[config.mk]
export PLATFORM = sky130hd
export DESIGN_NAME = filterExecute
export DESIGN_NICKNAME = d
export VERILOG_FILES = /design/src/design/filterPkg.sv /design/src/design/filterExecute.sv
export VERILOG_INCLUDE_DIRS = /design/src /design/src/design
export SDC_FILE = /design/constraint.sdc
export NUM_CORES = 1
export LEC_CHECK = 0
export ABC_AREA = 1
export BUFFER_PORTS_ARGS = -buffer_cell sky130_fd_sc_hd__buf_2
export CORE_ASPECT_RATIO = 0.6
export CORE_MARGIN = 2
export CORE_UTILIZATION = 60
export DETAILED_ROUTE_END_ITERATION = 8
export GPL_TIMING_DRIVEN = 0
export PLACE_DENSITY = 0.81
export SLEW_MARGIN = 10
export SYNTH_ARGS = -nofsm -noshare
export SYNTH_HDL_FRONTEND = slang
export SYNTH_SLANG_ARGS = --single-unit
[constraint.sdc]
create_clock -name CLK -period 10.8 [get_ports CLK]
set_input_delay 0.54 -clock CLK [delete_from_list [all_inputs] [get_ports CLK]]
set_output_delay 0.54 -clock CLK [all_outputs]
set_load 0.02 [all_outputs]
[src/design/filterSettings.svh]
`ifndef FILTER_SETTINGS_SVH
`define FILTER_SETTINGS_SVH

// image held on chip
`define IMG_W 16
`define IMG_H 16

// grayscale pixel width
`define PIX_BITS 8

// reduced raster in clocks per line and lines per frame
`define H_TOTAL 24
`define V_TOTAL 20
`define H_SYNC 2
`define V_SYNC 1

// signed convolution sum
`define ACC_BITS 16

// start to done in clocks
// three beats per pixel plus memory, execute and result stages
`define PASS_LATENCY (3 * `IMG_W * `IMG_H + 3)

`endif

[src/design/filterPkg.sv]
`include "filterSettings.svh"

package filterPkg;
	typedef logic [`PIX_BITS-1:0] pixelT;
	typedef logic [$clog2(`IMG_W * `IMG_H)-1:0] pixAddrT;
	typedef logic [3:0] coordT;
	typedef logic signed [`ACC_BITS-1:0] accT;

	typedef enum logic [1:0] {
		kernIdentity = 2'd0,
		kernBlur = 2'd1,
		kernSharpen = 2'd2,
		kernEdge = 2'd3
	} kernelT;

	typedef enum logic {
		stIdle,
		stSweep
	} sweepStateT;

	// rows indexed 0 above, 1 same, 2 below
	typedef struct packed {
		logic valid;
		pixAddrT [2:0] rowAddr;
		logic [1:0] beat;
		pixAddrT pixAddr;
		kernelT kernel;
	} rowReadT;

	typedef struct packed {
		logic valid;
		pixelT [2:0] pix;
		logic [1:0] beat;
		pixAddrT pixAddr;
		kernelT kernel;
	} tapBeatT;

	typedef struct packed {
		logic valid;
		accT sum;
		pixAddrT pixAddr;
		kernelT kernel;
	} sumT;

	typedef struct packed {
		logic valid;
		pixAddrT pixAddr;
		pixelT pixel;
	} resultWriteT;
endpackage

[src/design/filterExecute.sv]
module filterExecute (
	input logic CLK,
	input logic reset,
	input filterPkg::tapBeatT tapBeat,
	output filterPkg::sumT sum
);
	import filterPkg::*;

	// weights by kernel, column beat and row
	localparam logic signed [4:0] coefTable [4][3][3] = '{
		'{'{0, 0, 0}, '{0, 1, 0}, '{0, 0, 0}},
		'{'{1, 2, 1}, '{2, 4, 2}, '{1, 2, 1}},
		'{'{0, -1, 0}, '{-1, 5, -1}, '{0, -1, 0}},
		'{'{-1, -1, -1}, '{-1, 8, -1}, '{-1, -1, -1}}
	};

	accT acc;
	accT beatSum;
	logic lastBeat;

	// one weighted column of the window
	always_comb begin
		beatSum = '0;
		for (int rowIdx = 0; rowIdx < 3; rowIdx++) begin
			beatSum += accT'(coefTable[tapBeat.kernel][tapBeat.beat][rowIdx])
				* accT'({1'b0, tapBeat.pix[rowIdx]});
		end
	end

	assign lastBeat = tapBeat.valid && (tapBeat.beat == 2'd2);

	// beat 0 restarts the window
	always_ff @(posedge CLK) begin
		if (tapBeat.valid) begin
			if (tapBeat.beat == 2'd0) begin
				acc <= beatSum;
			end else begin
				acc <= acc + beatSum;
			end
		end
	end

	// finished sum leaves on the cycle after beat 2
	always_ff @(posedge CLK) begin
		if (lastBeat) begin
			sum.sum <= acc + beatSum;
			sum.pixAddr <= tapBeat.pixAddr;
			sum.kernel <= tapBeat.kernel;
		end
		if (reset) begin
			sum.valid <= 1'b0;
		end else begin
			sum.valid <= lastBeat;
		end
	end
endmodule

==> results of run 1 <==
registers in the layout, summed over array words and instances, names as in the netlist:
signal  count
acc        16
sum        27
routing by layer:
metal / GRT usage, % / wire [um] / vias up
li1: - / - / 2437
met1: 39.3 / 6710 / 2477
met2: 42.2 / 6830 / 220
met3: 5.19 / 1330 / 24
met4: 5.36 / 204 / 0
met5: 0 / 0 / -
path summary, 6_finish.rpt:
path	endpoint	slack (ns)
min	sum[26]	0.42
max reg2reg	sum[24]	8.51
min reg2reg	sum[10]	0.61
max	sum[25]	3.28
final cells by class:
class | count | area [um^2] | share of cell area (%)
timing repair buffer | 67 | 340 | 4.61
sequential | 43 | 1280 | 17.4
inverter | 203 | 762 | 10.3
buffer | 5 | 32.5 | 0.441
clock buffer | 6 | 129 | 1.75
multi-input combinational | 511 | 4630 | 62.8
clock inverter | 1 | 30.0 | 0.407
tap | 139 | 174 | 2.36
worst max-delay path, delay by kind of cell:
family,cells,cell delay [ns]
adder cells (fa/ha/maj),8,3.57
AND/OR/NAND/NOR,9,1.69
buffers and inverters,8,0.86
AO/OA/AOI/OAI,4,0.68
XOR/XNOR,1,0.17
stage by stage:
stage / utilization [%] / instance area, um^2 / cells / hold slack [ns]
after floorplan: - / 6700 / 762 / 0.549
after global placement: 67.3 / 7200 / 966 / 0.571
after detailed placement: 67.5 / 7220 / 968 / 0.583
after CTS: 69.0 / 7380 / 975 / 0.411
after global routing: 69.0 / 7380 / 975 / 0.410
final: 69.0 / 7380 / 975 / 0.415
cells by family (layout without fill, tap and decap cells):
group / count (synthesis) / after routing / share of synthesized area, %
simple gates: 275 / 275 / 17.7
buf+inv: 208 / 282 / 11.9
fa+ha+maj: 179 / 179 / 44.7
flops: 43 / 43 / 19.1
compound gates: 36 / 36 / 3.53
xor+xnor: 21 / 21 / 3.08
Yosys cell counts (3+ instances only):
| cell type | count | area [um^2] |
|---|---|---|
| sky130_fd_sc_hd__ha_1 | 78 | 976 |
| sky130_fd_sc_hd__edfxtp_1 | 42 | 1260 |
| sky130_fd_sc_hd__a21oi_1 | 12 | 60.1 |
| sky130_fd_sc_hd__o21ai_0 | 3 | 15.0 |
| sky130_fd_sc_hd__nand3b_1 | 3 | 22.5 |
| sky130_fd_sc_hd__inv_1 | 196 | 736 |
| sky130_fd_sc_hd__nor2_2 | 4 | 25.0 |
| sky130_fd_sc_hd__nor2_1 | 80 | 300 |
| sky130_fd_sc_hd__nand2_2 | 10 | 62.6 |
| sky130_fd_sc_hd__o21ai_1 | 5 | 25.0 |
| sky130_fd_sc_hd__nand4_1 | 3 | 18.8 |
| sky130_fd_sc_hd__nand2_1 | 144 | 541 |
| sky130_fd_sc_hd__fa_1 | 101 | 2020 |
| sky130_fd_sc_hd__nand3_1 | 15 | 75.1 |
| sky130_fd_sc_hd__inv_2 | 6 | 22.5 |
| sky130_fd_sc_hd__xnor2_1 | 3 | 26.3 |
| sky130_fd_sc_hd__nand3_2 | 6 | 60.1 |
| sky130_fd_sc_hd__a21oi_2 | 6 | 52.6 |
| sky130_fd_sc_hd__o21ai_2 | 3 | 26.3 |
| sky130_fd_sc_hd__xor2_1 | 15 | 131 |
| sky130_fd_sc_hd__and2_1 | 3 | 18.8 |
==> impl_metrics.prom, run 1 <==
# TYPE chip_impl_metric gauge
chip_impl_metric{name="placement.setup.worst_slack",unit="ns"} 3.04
chip_impl_metric{name="finalCritPeriodShare",unit="%"} 69.6
chip_impl_metric{name="floorplan.io_pins",unit=""} 66
chip_impl_metric{name="synth.avg_cell_area",unit="um^2"} 8.80
chip_impl_metric{name="syn-instance-count",unit=""} 762
chip_impl_metric{name="cts-root-to-sink-buffers",unit=""} 2
chip_impl_metric{name="floorplan.die.width",unit="um"} 140
chip_impl_info{name="crit_path_capture_type",value="flop"} 1
chip_impl_metric{name="final.fill_count",unit=""} 829
chip_impl_metric{name="drt_iter0_markers",unit=""} 358
chip_impl_metric{name="drc_errors",unit=""} 0
chip_impl_metric{name="global_route_usage_sum",unit="%"} 26.7
chip_impl_metric{name="clock_tree.htree_level_count",unit=""} 2
chip_impl_info{name="cp-start-kind",value="primary input"} 1
chip_impl_metric{name="cpPeakStageDelay",unit="ns"} 0.50
chip_impl_metric{name="grt_first_pass_wirelength",unit="um"} 25400
chip_impl_metric{name="synth-warning-count",unit=""} 0
chip_impl_metric{name="critical_path_required",unit="ns"} 10.84
chip_impl_metric{name="synth_sequential_area_ratio",unit="%"} 19.1
chip_impl_metric{name="fin_setup_tns",unit="ns"} 0
chip_impl_metric{name="route.vias.total",unit=""} 5158
chip_impl_info{name="rr_startpoint",value="acc[0]"} 1
chip_impl_metric{name="first_global_vias",unit=""} 5330
chip_impl_metric{name="hold_violations",unit=""} 0
chip_impl_metric{name="grt_antenna_before_repair",unit=""} 0
chip_impl_metric{name="reg2reg_depth",unit=""} 9
chip_impl_metric{name="grt_start_max_net_pins",unit=""} 18
chip_impl_info{name="cts_tree",value="built"} 1
chip_impl_metric{name="clock_latency",unit="ns"} 0.29
chip_impl_metric{name="gp_congestion",unit=""} 0.914
chip_impl_metric{name="nNetsFinal",unit=""} 1054
chip_impl_metric{name="crit_fanout",unit=""} 12
chip_impl_metric{name="post_drt_via_cell_ratio",unit=""} 5.29
chip_impl_metric{name="synth_enable_flop_cells",unit=""} 42
chip_impl_metric{name="clk_pin_slew_worst_paths",unit="ns"} 0.06
chip_impl_metric{name="worst_ep_arrival_time",unit="ns"} 7.56
chip_impl_metric{name="syn-num-nets",unit=""} 980
chip_impl_metric{name="synth-seq-cells",unit=""} 43
chip_impl_metric{name="worst-slew-pin-transition",unit="ns"} 0.639
chip_impl_metric{name="final.setup_skew",unit="ns"} 0.00671
chip_impl_metric{name="report.final.slew_viol_count",unit=""} 0
chip_impl_info{name="path_class",value="primary input to flop"} 1
chip_impl_info{name="run_status",value="completed"} 1
chip_impl_metric{name="die_height",unit="um"} 85.9
chip_impl_metric{name="cts_repair_resizes",unit=""} 0
chip_impl_metric{name="post_syn_area",unit="mm^2"} 0.00670
chip_impl_metric{name="ys_types",unit=""} 39
chip_impl_metric{name="post_route_cells_drive_above_1_share",unit="%"} 14.6
chip_impl_metric{name="maxCapViolations",unit=""} 0
chip_impl_metric{name="area.growth.synth_to_final",unit="%"} 10.1
chip_impl_metric{name="num_rows",unit=""} 29
chip_impl_info{name="timing.critical_path.from",value="tapBeat[1]"} 1
chip_impl_metric{name="drtAntennaViolNets",unit=""} 0
chip_impl_metric{name="drt_pass1_iterations",unit=""} 5
chip_impl_metric{name="async_reset_ff_share",unit="%"} 0
chip_impl_info{name="hold_path.startpoint",value="reset"} 1
chip_impl_metric{name="core_area",unit="mm^2"} 0.0107
chip_impl_metric{name="number_of_clock_sinks",unit=""} 43
chip_impl_metric{name="post-cts-setup-buffers",unit=""} 0
chip_impl_metric{name="hold_depth",unit=""} 2
chip_impl_info{name="ys.flop_type",value="sky130_fd_sc_hd__edfxtp_1"} 1
chip_impl_metric{name="numCtsBuffers",unit=""} 5
chip_impl_info{name="grt_setup_unrepaired",value="false"} 1
chip_impl_info{name="most-common-layout-cells",value="sky130_fd_sc_hd__inv_1, sky130_fd_sc_hd__nand2_1, sky130_fd_sc_hd__fa_1"} 1
chip_impl_info{name="mostFrequentLayoutCell",value="sky130_fd_sc_hd__inv_1"} 1
chip_impl_metric{name="die_area",unit="mm^2"} 0.0121
chip_impl_metric{name="post_cts_hold_buffer_count",unit=""} 0
chip_impl_metric{name="routed_wire_length_per_instance",unit="um"} 15.5
chip_impl_metric{name="io_buffer_count",unit=""} 65
chip_impl_metric{name="setup_ws",unit="ns"} 3.28
chip_impl_metric{name="antenna_cells",unit=""} 0
chip_impl_info{name="cts-root-buf",value="sky130_fd_sc_hd__clkbuf_16"} 1
chip_impl_metric{name="slew-limit-headroom",unit="%"} 57.4
chip_impl_metric{name="initial_core_util",unit="%"} 62.6
chip_impl_metric{name="layout_min_cycle_time",unit="ns"} 7.52
chip_impl_metric{name="fmax",unit="GHz"} 0.133
chip_impl_metric{name="dp.final_hpwl",unit="um"} 13100
chip_impl_metric{name="finalSetupViolations",unit=""} 0
chip_impl_info{name="min_path_type",value="primary input to flop"} 1
chip_impl_info{name="crit_slowest_cell",value="sky130_fd_sc_hd__fa_1"} 1
chip_impl_metric{name="grt.overflow.total",unit=""} 0
chip_impl_metric{name="totalWireLength",unit="um"} 15100
Power of run 1 is left out: the tool's default activity adds up to more than one toggle a clock period on the data nets, which glitch-free logic cannot reach.
==> run 2: changes to the inputs <==
--- a/config.mk
+++ b/config.mk
@@ -6,14 +6,14 @@
 export SDC_FILE = /design/constraint.sdc
 export NUM_CORES = 1
 export LEC_CHECK = 0
-export ABC_AREA = 1
+export ABC_AREA = 0
 export BUFFER_PORTS_ARGS = -buffer_cell sky130_fd_sc_hd__buf_2
 export CORE_ASPECT_RATIO = 0.6
 export CORE_MARGIN = 2
-export CORE_UTILIZATION = 60
+export CORE_UTILIZATION = 56
 export DETAILED_ROUTE_END_ITERATION = 8
 export GPL_TIMING_DRIVEN = 0
-export PLACE_DENSITY = 0.81
+export PLACE_DENSITY = 0.79
 export SLEW_MARGIN = 10
 export SYNTH_ARGS = -nofsm -noshare
 export SYNTH_HDL_FRONTEND = slang
==> constraint.sdc (replaced) <==
create_clock -name CLK -period 6.1 [get_ports CLK]
set_input_delay 0.305 -clock CLK [delete_from_list [all_inputs] [get_ports CLK]]
set_output_delay 0.305 -clock CLK [all_outputs]
set_load 0.02 [all_outputs]
==> run 2 against run 1 <==
Net effect: the flow now finishes with violations (negative setup slack); synthesized cell count fell by 13%; final area is 10% higher; count of clock-buffer cells in the layout fell by 1; clock skew fell by 0.0027 ns; critical path depth shrank 2; die area grew 4.5%; sequential share of layout area down 1.6 points; via count grew 2.7%; first-iteration DRC count rose by 13%; wire length is 13% higher; largest cell class unchanged; non-clock buffer count is 43 higher; final cell count decreased by 4.0%.
==> impl_metrics.prom, run 2 <==
# TYPE chip_impl_metric gauge
chip_impl_metric{name="num_rows",unit=""} 30
chip_impl_metric{name="area.growth.synth_to_final",unit="%"} 24.5
chip_impl_metric{name="synth-seq-cells",unit=""} 43
chip_impl_metric{name="totalWireLength",unit="um"} 17000
chip_impl_metric{name="syn-num-nets",unit=""} 880
chip_impl_metric{name="floorplan.io_pins",unit=""} 66
chip_impl_info{name="crit_path_capture_type",value="flop"} 1
chip_impl_metric{name="synth-warning-count",unit=""} 0
chip_impl_metric{name="worst_ep_arrival_time",unit="ns"} 7.04
chip_impl_metric{name="drc_errors",unit=""} 0
chip_impl_metric{name="grt_first_pass_wirelength",unit="um"} 26800
chip_impl_metric{name="clk_pin_slew_worst_paths",unit="ns"} 0.06
chip_impl_metric{name="fmax",unit="GHz"} 0.143
chip_impl_metric{name="report.final.slew_viol_count",unit=""} 0
chip_impl_metric{name="critical_path_required",unit="ns"} 6.14
chip_impl_metric{name="slew-limit-headroom",unit="%"} 15.9
chip_impl_info{name="reg_top3",value="sum (27), acc (16)"} 1
chip_impl_info{name="ys.flop_type",value="sky130_fd_sc_hd__edfxtp_1"} 1
chip_impl_metric{name="io_buffer_count",unit=""} 65
chip_impl_metric{name="synth-simple-area-share",unit="%"} 14.2
chip_impl_info{name="crit-reg2reg-capture",value="acc[14]"} 1
chip_impl_metric{name="die_area",unit="mm^2"} 0.0126
chip_impl_metric{name="nNetsFinal",unit=""} 993
chip_impl_metric{name="setup_ws",unit="ns"} -0.900
chip_impl_metric{name="grt.overflow.total",unit=""} 0
chip_impl_metric{name="cts-root-to-sink-buffers",unit=""} 2
chip_impl_info{name="run_status",value="finished, violations left"} 1
chip_impl_info{name="largest_cells_by_area_after_synthesis",value="sky130_fd_sc_hd__fa_1, sky130_fd_sc_hd__edfxtp_1, sky130_fd_sc_hd__ha_1"} 1
chip_impl_metric{name="hold_depth",unit=""} 2
chip_impl_metric{name="drt_iter0_markers",unit=""} 404
chip_impl_info{name="synthTopCellsByCount",value="sky130_fd_sc_hd__inv_1, sky130_fd_sc_hd__fa_1, sky130_fd_sc_hd__ha_1"} 1
chip_impl_metric{name="maxCapViolations",unit=""} 0
chip_impl_metric{name="core_area",unit="mm^2"} 0.0113
chip_impl_info{name="most-common-layout-cells",value="sky130_fd_sc_hd__inv_1, sky130_fd_sc_hd__fa_1, sky130_fd_sc_hd__nand2_1"} 1
chip_impl_info{name="crit_slowest_cell",value="sky130_fd_sc_hd__fa_1"} 1
chip_impl_metric{name="grt_start_max_net_pins",unit=""} 28
chip_impl_metric{name="drt_pass1_iterations",unit=""} 5
chip_impl_info{name="most_common_cell_in_the_netlist",value="sky130_fd_sc_hd__inv_1"} 1
chip_impl_info{name="hold_path.startpoint",value="reset"} 1
chip_impl_metric{name="synth.avg_cell_area",unit="um^2"} 9.90
chip_impl_metric{name="cpPeakStageDelay",unit="ns"} 0.55
chip_impl_metric{name="synth_enable_flop_cells",unit=""} 42
chip_impl_metric{name="initial_core_util",unit="%"} 57.8
chip_impl_metric{name="final.fill_count",unit=""} 747
chip_impl_metric{name="fin_setup_tns",unit="ns"} -10.08
chip_impl_metric{name="crit_fanout",unit=""} 6
chip_impl_info{name="mostFrequentLayoutCell",value="sky130_fd_sc_hd__inv_1"} 1
chip_impl_info{name="path_class",value="primary input to flop"} 1
chip_impl_info{name="dominant_combinational_cell_family_by_area_after_synthesis",value="adder cells"} 1
chip_impl_metric{name="first_global_vias",unit=""} 5506
chip_impl_metric{name="floorplan.die.width",unit="um"} 144
chip_impl_info{name="cts-root-buf",value="sky130_fd_sc_hd__clkbuf_16"} 1
chip_impl_info{name="grt_setup_unrepaired",value="true"} 1
chip_impl_metric{name="async_reset_ff_share",unit="%"} 0
chip_impl_metric{name="syn-instance-count",unit=""} 662
chip_impl_info{name="worstHoldEndpoint",value="sum[26]"} 1
chip_impl_metric{name="post-synth-top-area-fraction",unit="%"} 30.9
chip_impl_metric{name="die_height",unit="um"} 87.8
chip_impl_metric{name="final.setup_skew",unit="ns"} 0.00402
chip_impl_metric{name="route.vias.total",unit=""} 5297
chip_impl_info{name="cts_tree",value="built"} 1
chip_impl_metric{name="hold_violations",unit=""} 0
chip_impl_info{name="violations_in_the_final_reports",value="negative setup slack"} 1
chip_impl_metric{name="synth_sequential_area_ratio",unit="%"} 19.6
chip_impl_metric{name="synthAdderAreaFrac",unit="%"} 45.8
chip_impl_info{name="cpMostUsedCell",value="sky130_fd_sc_hd__fa_1"} 1
chip_impl_metric{name="number_of_clock_sinks",unit=""} 43
chip_impl_metric{name="utilization",unit="%"} 71.9
chip_impl_info{name="min_path_type",value="primary input to flop"} 1
chip_impl_metric{name="layout_min_cycle_time",unit="ns"} 7.00
chip_impl_metric{name="post_drt_via_cell_ratio",unit=""} 5.66
chip_impl_info{name="registers.top_by_ff_count",value="sum"} 1
chip_impl_metric{name="worst-slew-pin-transition",unit="ns"} 1.26
chip_impl_metric{name="post_cts_hold_buffer_count",unit=""} 0
chip_impl_metric{name="routed_wire_length_per_instance",unit="um"} 18.2
chip_impl_metric{name="synth-xor-area-share",unit="%"} 3.61
chip_impl_metric{name="clock_latency",unit="ns"} 0.29
chip_impl_metric{name="gp_congestion",unit=""} 0.930
chip_impl_metric{name="numCtsBuffers",unit=""} 5
chip_impl_metric{name="reg2reg_depth",unit=""} 8
chip_impl_metric{name="grt_antenna_before_repair",unit=""} 0
chip_impl_info{name="cp-start-kind",value="primary input"} 1
chip_impl_metric{name="drtAntennaViolNets",unit=""} 0
chip_impl_metric{name="placement.setup.worst_slack",unit="ns"} -1.64
chip_impl_metric{name="ff2ff_setup_slack",unit="ns"} 3.51
chip_impl_info{name="rr_startpoint",value="acc[0]"} 1
chip_impl_metric{name="dp.final_hpwl",unit="um"} 12300
chip_impl_metric{name="clock_tree.htree_level_count",unit=""} 2
chip_impl_metric{name="post_synthesis_compound_gate_area_fraction",unit="%"} 7.89
chip_impl_metric{name="ys_types",unit=""} 46
chip_impl_metric{name="finalCritPeriodShare",unit="%"} 115
chip_impl_metric{name="post_syn_area",unit="mm^2"} 0.00655
chip_impl_metric{name="finalSetupViolations",unit=""} 19
chip_impl_metric{name="antenna_cells",unit=""} 0
chip_impl_metric{name="global_route_usage_sum",unit="%"} 27.5
chip_impl_info{name="yosys.area.top_type",value="sky130_fd_sc_hd__fa_1"} 1
chip_impl_metric{name="multiplexer_share_of_the_synthesized_area",unit="%"} 0.802
chip_impl_metric{name="post_route_cells_drive_above_1_share",unit="%"} 26.0
chip_impl_metric{name="largest_register_ff_count",unit=""} 27
-- run 2: cell count changes after synthesis, sizes merged, moves of 7 or more --
| cell | previous run | this run |
|---|---|---|
| clkbuf | 1 | 8 |
| nand2 | 154 | 75 |
| inv | 202 | 134 |
| xnor2 | 4 | 16 |
| and2 | 3 | 52 |
| nand2b | 0 | 9 |
| o21ai | 11 | 18 |
| nand3 | 21 | 6 |
| nor2 | 86 | 31 |
-- run 2: critical path: cells and delay by family --
family | cells | cell delay [ns]
xor gates and xnor gates | 2 | 0.35
adders and majority gates | 9 | 3.91
muxes | 1 | 0.26
buffers and inverters | 5 | 0.28
and+or+nand+nor | 6 | 0.93
AOI/OAI and AO/OA | 5 | 0.98
-- run 2: how the worst max path moves through the flow --
stage | startpoint | end | cells after the start
2_1_floorplan | tapBeat[10] | acc[11] | 26
6_report | tapBeat[10] | acc[11] | 28
3_5_place_dp | tapBeat[11] | acc[15] | 26
3_3_place_gp | tapBeat[11] | sum[25] | 27
5_1_grt | tapBeat[0] | acc[15] | 30
4_1_cts | tapBeat[0] | acc[11] | 28
-- run 2: stage by stage --
step / instance area, um^2 / cells / hold slack [ns]
after global placement: 7250 / 887 / 0.460
after CTS: 8020 / 931 / 0.166
after detailed placement: 7250 / 887 / 0.466
final: 8160 / 936 / 0.168
after global routing: 8160 / 936 / 0.169
after floorplan: 6730 / 662 / 0.377
-- run 2: cell type report --
cell class	count	area (um^2)	area share, %
multi-input combinational	476	5180	63.5
sequential	43	1280	15.7
timing repair buffer	106	692	8.48
inverter	134	513	6.29
tap	160	200	2.45
clock buffer	5	125	1.53
buffer	9	125	1.53
clock inverter	3	38.8	0.476
-- run 2: routing by layer --
layer  up-vias  track usage, %  wire length, um  part of all wire (%)
met5         -               0                0                     0
met4         0            6.86              499                   2.9
met3        59            5.14             1410                   8.3
met2       289            45.6             8210                    48
met1      2615            37.9             6900                    41
li1       2334               -                -                     -
-- run 2: cells by family after synthesis --
kind of cell    after synthesis
flops                        43
simple gates                192
xor+xnor                     27
fa+ha+maj                   179
mux                           4
buf+inv                     143
compound gates               74
-- run 2: timing repair --
action                     CTS  global route
pin swaps                   34            35
cloned                       1             0
resized for setup           75            29
setup endpoints to repair   22            20
buffers inserted            35             6
Power of run 2 is left out for the same reason.
==> run 3: changes to the inputs <==
--- a/config.mk
+++ b/config.mk
@@ -8,12 +8,12 @@
 export LEC_CHECK = 0
 export ABC_AREA = 0
 export BUFFER_PORTS_ARGS = -buffer_cell sky130_fd_sc_hd__buf_2
-export CORE_ASPECT_RATIO = 0.6
 export CORE_MARGIN = 2
 export CORE_UTILIZATION = 56
 export DETAILED_ROUTE_END_ITERATION = 8
 export GPL_TIMING_DRIVEN = 0
 export PLACE_DENSITY = 0.79
+export SKIP_LAST_GASP = 1
 export SLEW_MARGIN = 10
 export SYNTH_ARGS = -nofsm -noshare
 export SYNTH_HDL_FRONTEND = slang
==> run 3 against run 2 <==
Net effect: the flow still finishes with violations (negative setup slack); sequential cell count is the same; final cell count increased by 0.43%; wire length is 22% higher; global-route usage down 0.17 points; die area is 0.23% lower; utilization rose by 2.0 points; non-clock buffer count increased by 21.
==> impl_metrics.prom, run 3 (synthesized netlist as in run 2, its figures left out) <==
# TYPE chip_impl_metric gauge
chip_impl_info{name="run_status",value="finished, violations left"} 1
chip_impl_info{name="violations_in_the_final_reports",value="negative setup slack"} 1
chip_impl_metric{name="finalSetupViolations",unit=""} 20
chip_impl_info{name="grt_setup_unrepaired",value="true"} 1
chip_impl_metric{name="floorplan.die.width",unit="um"} 112
chip_impl_info{name="most-common-layout-cells",value="sky130_fd_sc_hd__inv_1, sky130_fd_sc_hd__fa_1, sky130_fd_sc_hd__nand2_1"} 1
chip_impl_info{name="path_class",value="primary input to flop"} 1
chip_impl_metric{name="cts-root-to-sink-buffers",unit=""} 2
chip_impl_metric{name="numCtsBuffers",unit=""} 5
chip_impl_metric{name="grt_start_max_net_pins",unit=""} 28
chip_impl_metric{name="post_route_cells_drive_above_1_share",unit="%"} 30.6
chip_impl_metric{name="fmax",unit="GHz"} 0.138
chip_impl_info{name="crit-reg2reg-capture",value="acc[14]"} 1
chip_impl_info{name="cts_tree",value="built"} 1
chip_impl_metric{name="core_area",unit="mm^2"} 0.0114
chip_impl_metric{name="grt_first_pass_wirelength",unit="um"} 27500
chip_impl_metric{name="first_global_vias",unit=""} 5812
chip_impl_metric{name="largest_register_ff_count",unit=""} 27
chip_impl_info{name="registers.top_by_ff_count",value="sum"} 1
chip_impl_metric{name="antenna_cells",unit=""} 0
chip_impl_metric{name="hold_violations",unit=""} 0
chip_impl_metric{name="final.setup_skew",unit="ns"} 0.00763
chip_impl_metric{name="floorplan.io_pins",unit=""} 66
chip_impl_metric{name="initial_core_util",unit="%"} 57.4
chip_impl_metric{name="drtAntennaViolNets",unit=""} 0
chip_impl_metric{name="hold_depth",unit=""} 2
chip_impl_metric{name="report.final.slew_viol_count",unit=""} 0
chip_impl_metric{name="drt_pass1_iterations",unit=""} 8
chip_impl_metric{name="drt_iter0_markers",unit=""} 670
chip_impl_metric{name="totalWireLength",unit="um"} 20800
chip_impl_metric{name="critical_path.n_buffers_inverters",unit=""} 7
chip_impl_metric{name="clock_latency",unit="ns"} 0.30
chip_impl_metric{name="ff2ff_setup_slack",unit="ns"} 3.41
chip_impl_metric{name="number_of_clock_sinks",unit=""} 43
chip_impl_info{name="mostFrequentLayoutCell",value="sky130_fd_sc_hd__inv_1"} 1
chip_impl_metric{name="grt.overflow.total",unit=""} 0
chip_impl_metric{name="slew-limit-headroom",unit="%"} 58.7
chip_impl_metric{name="area.growth.synth_to_final",unit="%"} 29.0
chip_impl_metric{name="io_buffer_count",unit=""} 65
chip_impl_metric{name="gp_congestion",unit=""} 0.909
chip_impl_metric{name="global_route_usage_sum",unit="%"} 27.3
chip_impl_info{name="timing.critical_path.max_delay_family",value="adder cells"} 1
chip_impl_metric{name="finalCritPeriodShare",unit="%"} 119
chip_impl_metric{name="setup_ws",unit="ns"} -1.14
chip_impl_metric{name="reg2reg_depth",unit=""} 8
chip_impl_metric{name="grt_antenna_before_repair",unit=""} 0
chip_impl_metric{name="layout_min_cycle_time",unit="ns"} 7.24
chip_impl_metric{name="crit_fanout",unit=""} 6
chip_impl_metric{name="dp.final_hpwl",unit="um"} 11500
chip_impl_metric{name="critical_path_required",unit="ns"} 6.14
chip_impl_metric{name="fin_setup_tns",unit="ns"} -15.57
chip_impl_metric{name="drc_errors",unit=""} 0
chip_impl_metric{name="clock_tree.htree_level_count",unit=""} 2
chip_impl_info{name="hold_path.startpoint",value="reset"} 1
chip_impl_metric{name="cpPeakStageDelay",unit="ns"} 0.63
chip_impl_metric{name="maxCapViolations",unit=""} 0
chip_impl_info{name="min_path_type",value="primary input to flop"} 1
chip_impl_metric{name="route.vias.total",unit=""} 5693
chip_impl_metric{name="routed_wire_length_per_instance",unit="um"} 22.1
chip_impl_info{name="cts-root-buf",value="sky130_fd_sc_hd__clkbuf_16"} 1
chip_impl_metric{name="clk_pin_slew_worst_paths",unit="ns"} 0.07
chip_impl_metric{name="num_rows",unit=""} 39
chip_impl_metric{name="post_drt_via_cell_ratio",unit=""} 6.06
chip_impl_metric{name="nNetsFinal",unit=""} 1014
chip_impl_info{name="rr_startpoint",value="acc[0]"} 1
chip_impl_metric{name="die_area",unit="mm^2"} 0.0126
chip_impl_info{name="cpMostUsedCell",value="sky130_fd_sc_hd__fa_1"} 1
chip_impl_metric{name="die_height",unit="um"} 112
chip_impl_info{name="crit_path_capture_type",value="flop"} 1
chip_impl_metric{name="worst-slew-pin-transition",unit="ns"} 0.620
chip_impl_metric{name="worst_ep_arrival_time",unit="ns"} 7.28
chip_impl_info{name="worstHoldEndpoint",value="sum[26]"} 1
chip_impl_metric{name="post_cts_hold_buffer_count",unit=""} 0
chip_impl_info{name="cp-start-kind",value="primary input"} 1
chip_impl_info{name="crit_slowest_cell",value="sky130_fd_sc_hd__fa_2"} 1
chip_impl_info{name="reg_top3",value="sum (27), acc (16)"} 1
==> run 3: cell types whose count changed in the layout (fill, tap and decap cells not counted), moves of 3 or more <==
cell,change
sky130_fd_sc_hd__buf_6,+4
sky130_fd_sc_hd__fa_2,-3
sky130_fd_sc_hd__fa_1,+3
sky130_fd_sc_hd__nand2_2,+3
sky130_fd_sc_hd__buf_4,+14
sky130_fd_sc_hd__ha_1,-3
sky130_fd_sc_hd__inv_1,-5
sky130_fd_sc_hd__inv_2,+5
sky130_fd_sc_hd__o21ai_2,+3
sky130_fd_sc_hd__a21oi_4,+3
==> run 3: how the worst max path moves through the flow <==
stage                     start  cells after the start      end
floorplan           tapBeat[10]                     26  acc[11]
global placement    tapBeat[11]                     27  sum[25]
detailed placement  tapBeat[11]                     27  sum[25]
CTS                  tapBeat[0]                     28  acc[11]
global route         tapBeat[0]                     30  acc[14]
finish               tapBeat[0]                     29  acc[14]
==> run 3: through the flow <==
step	instances	area, um^2	hold WS, ns	setup slack, ns	util, %
after floorplan	662	6730	0.377	-0.551	-
after global placement	870	7230	0.459	-1.39	63.3
after detailed placement	870	7230	0.469	-1.58	63.3
after CTS	925	8100	0.163	-0.840	70.9
after global routing	940	8450	0.173	-1.24	74.0
final	940	8450	0.178	-1.14	74.0
==> run 3: metal layers <==
metal	wire [um]	vias up	part of all wire, %	global-route usage, %
met5	0	-	0	0
met4	1500	0	7.2	11.1
met3	1700	155	8.2	3.62
met2	10500	423	50	50.2
met1	7160	2744	34	32.2
li1	-	2371	-	-
==> run 3: what timing repair did <==
item / 4_1_cts / 5_1_grt
setup endpoints to repair: 22 / 21
pin swaps: 49 / 58
setup buffers: 46 / 15
gates cloned: 1 / 0
resized for setup: 80 / 54
==> run 3: cell type report <==
cell class / instances / area, um^2
Tap cell: 143 / 179
Buffer: 9 / 124
Fill cell: 692 / 2970
Clock inverter: 3 / 43.8
Sequential cell: 43 / 1280
Inverter: 134 / 513
Clock buffer: 5 / 125
Multi-Input combinational cell: 476 / 5290
Timing Repair Buffer: 127 / 892
Power of run 3 is left out for the same reason.
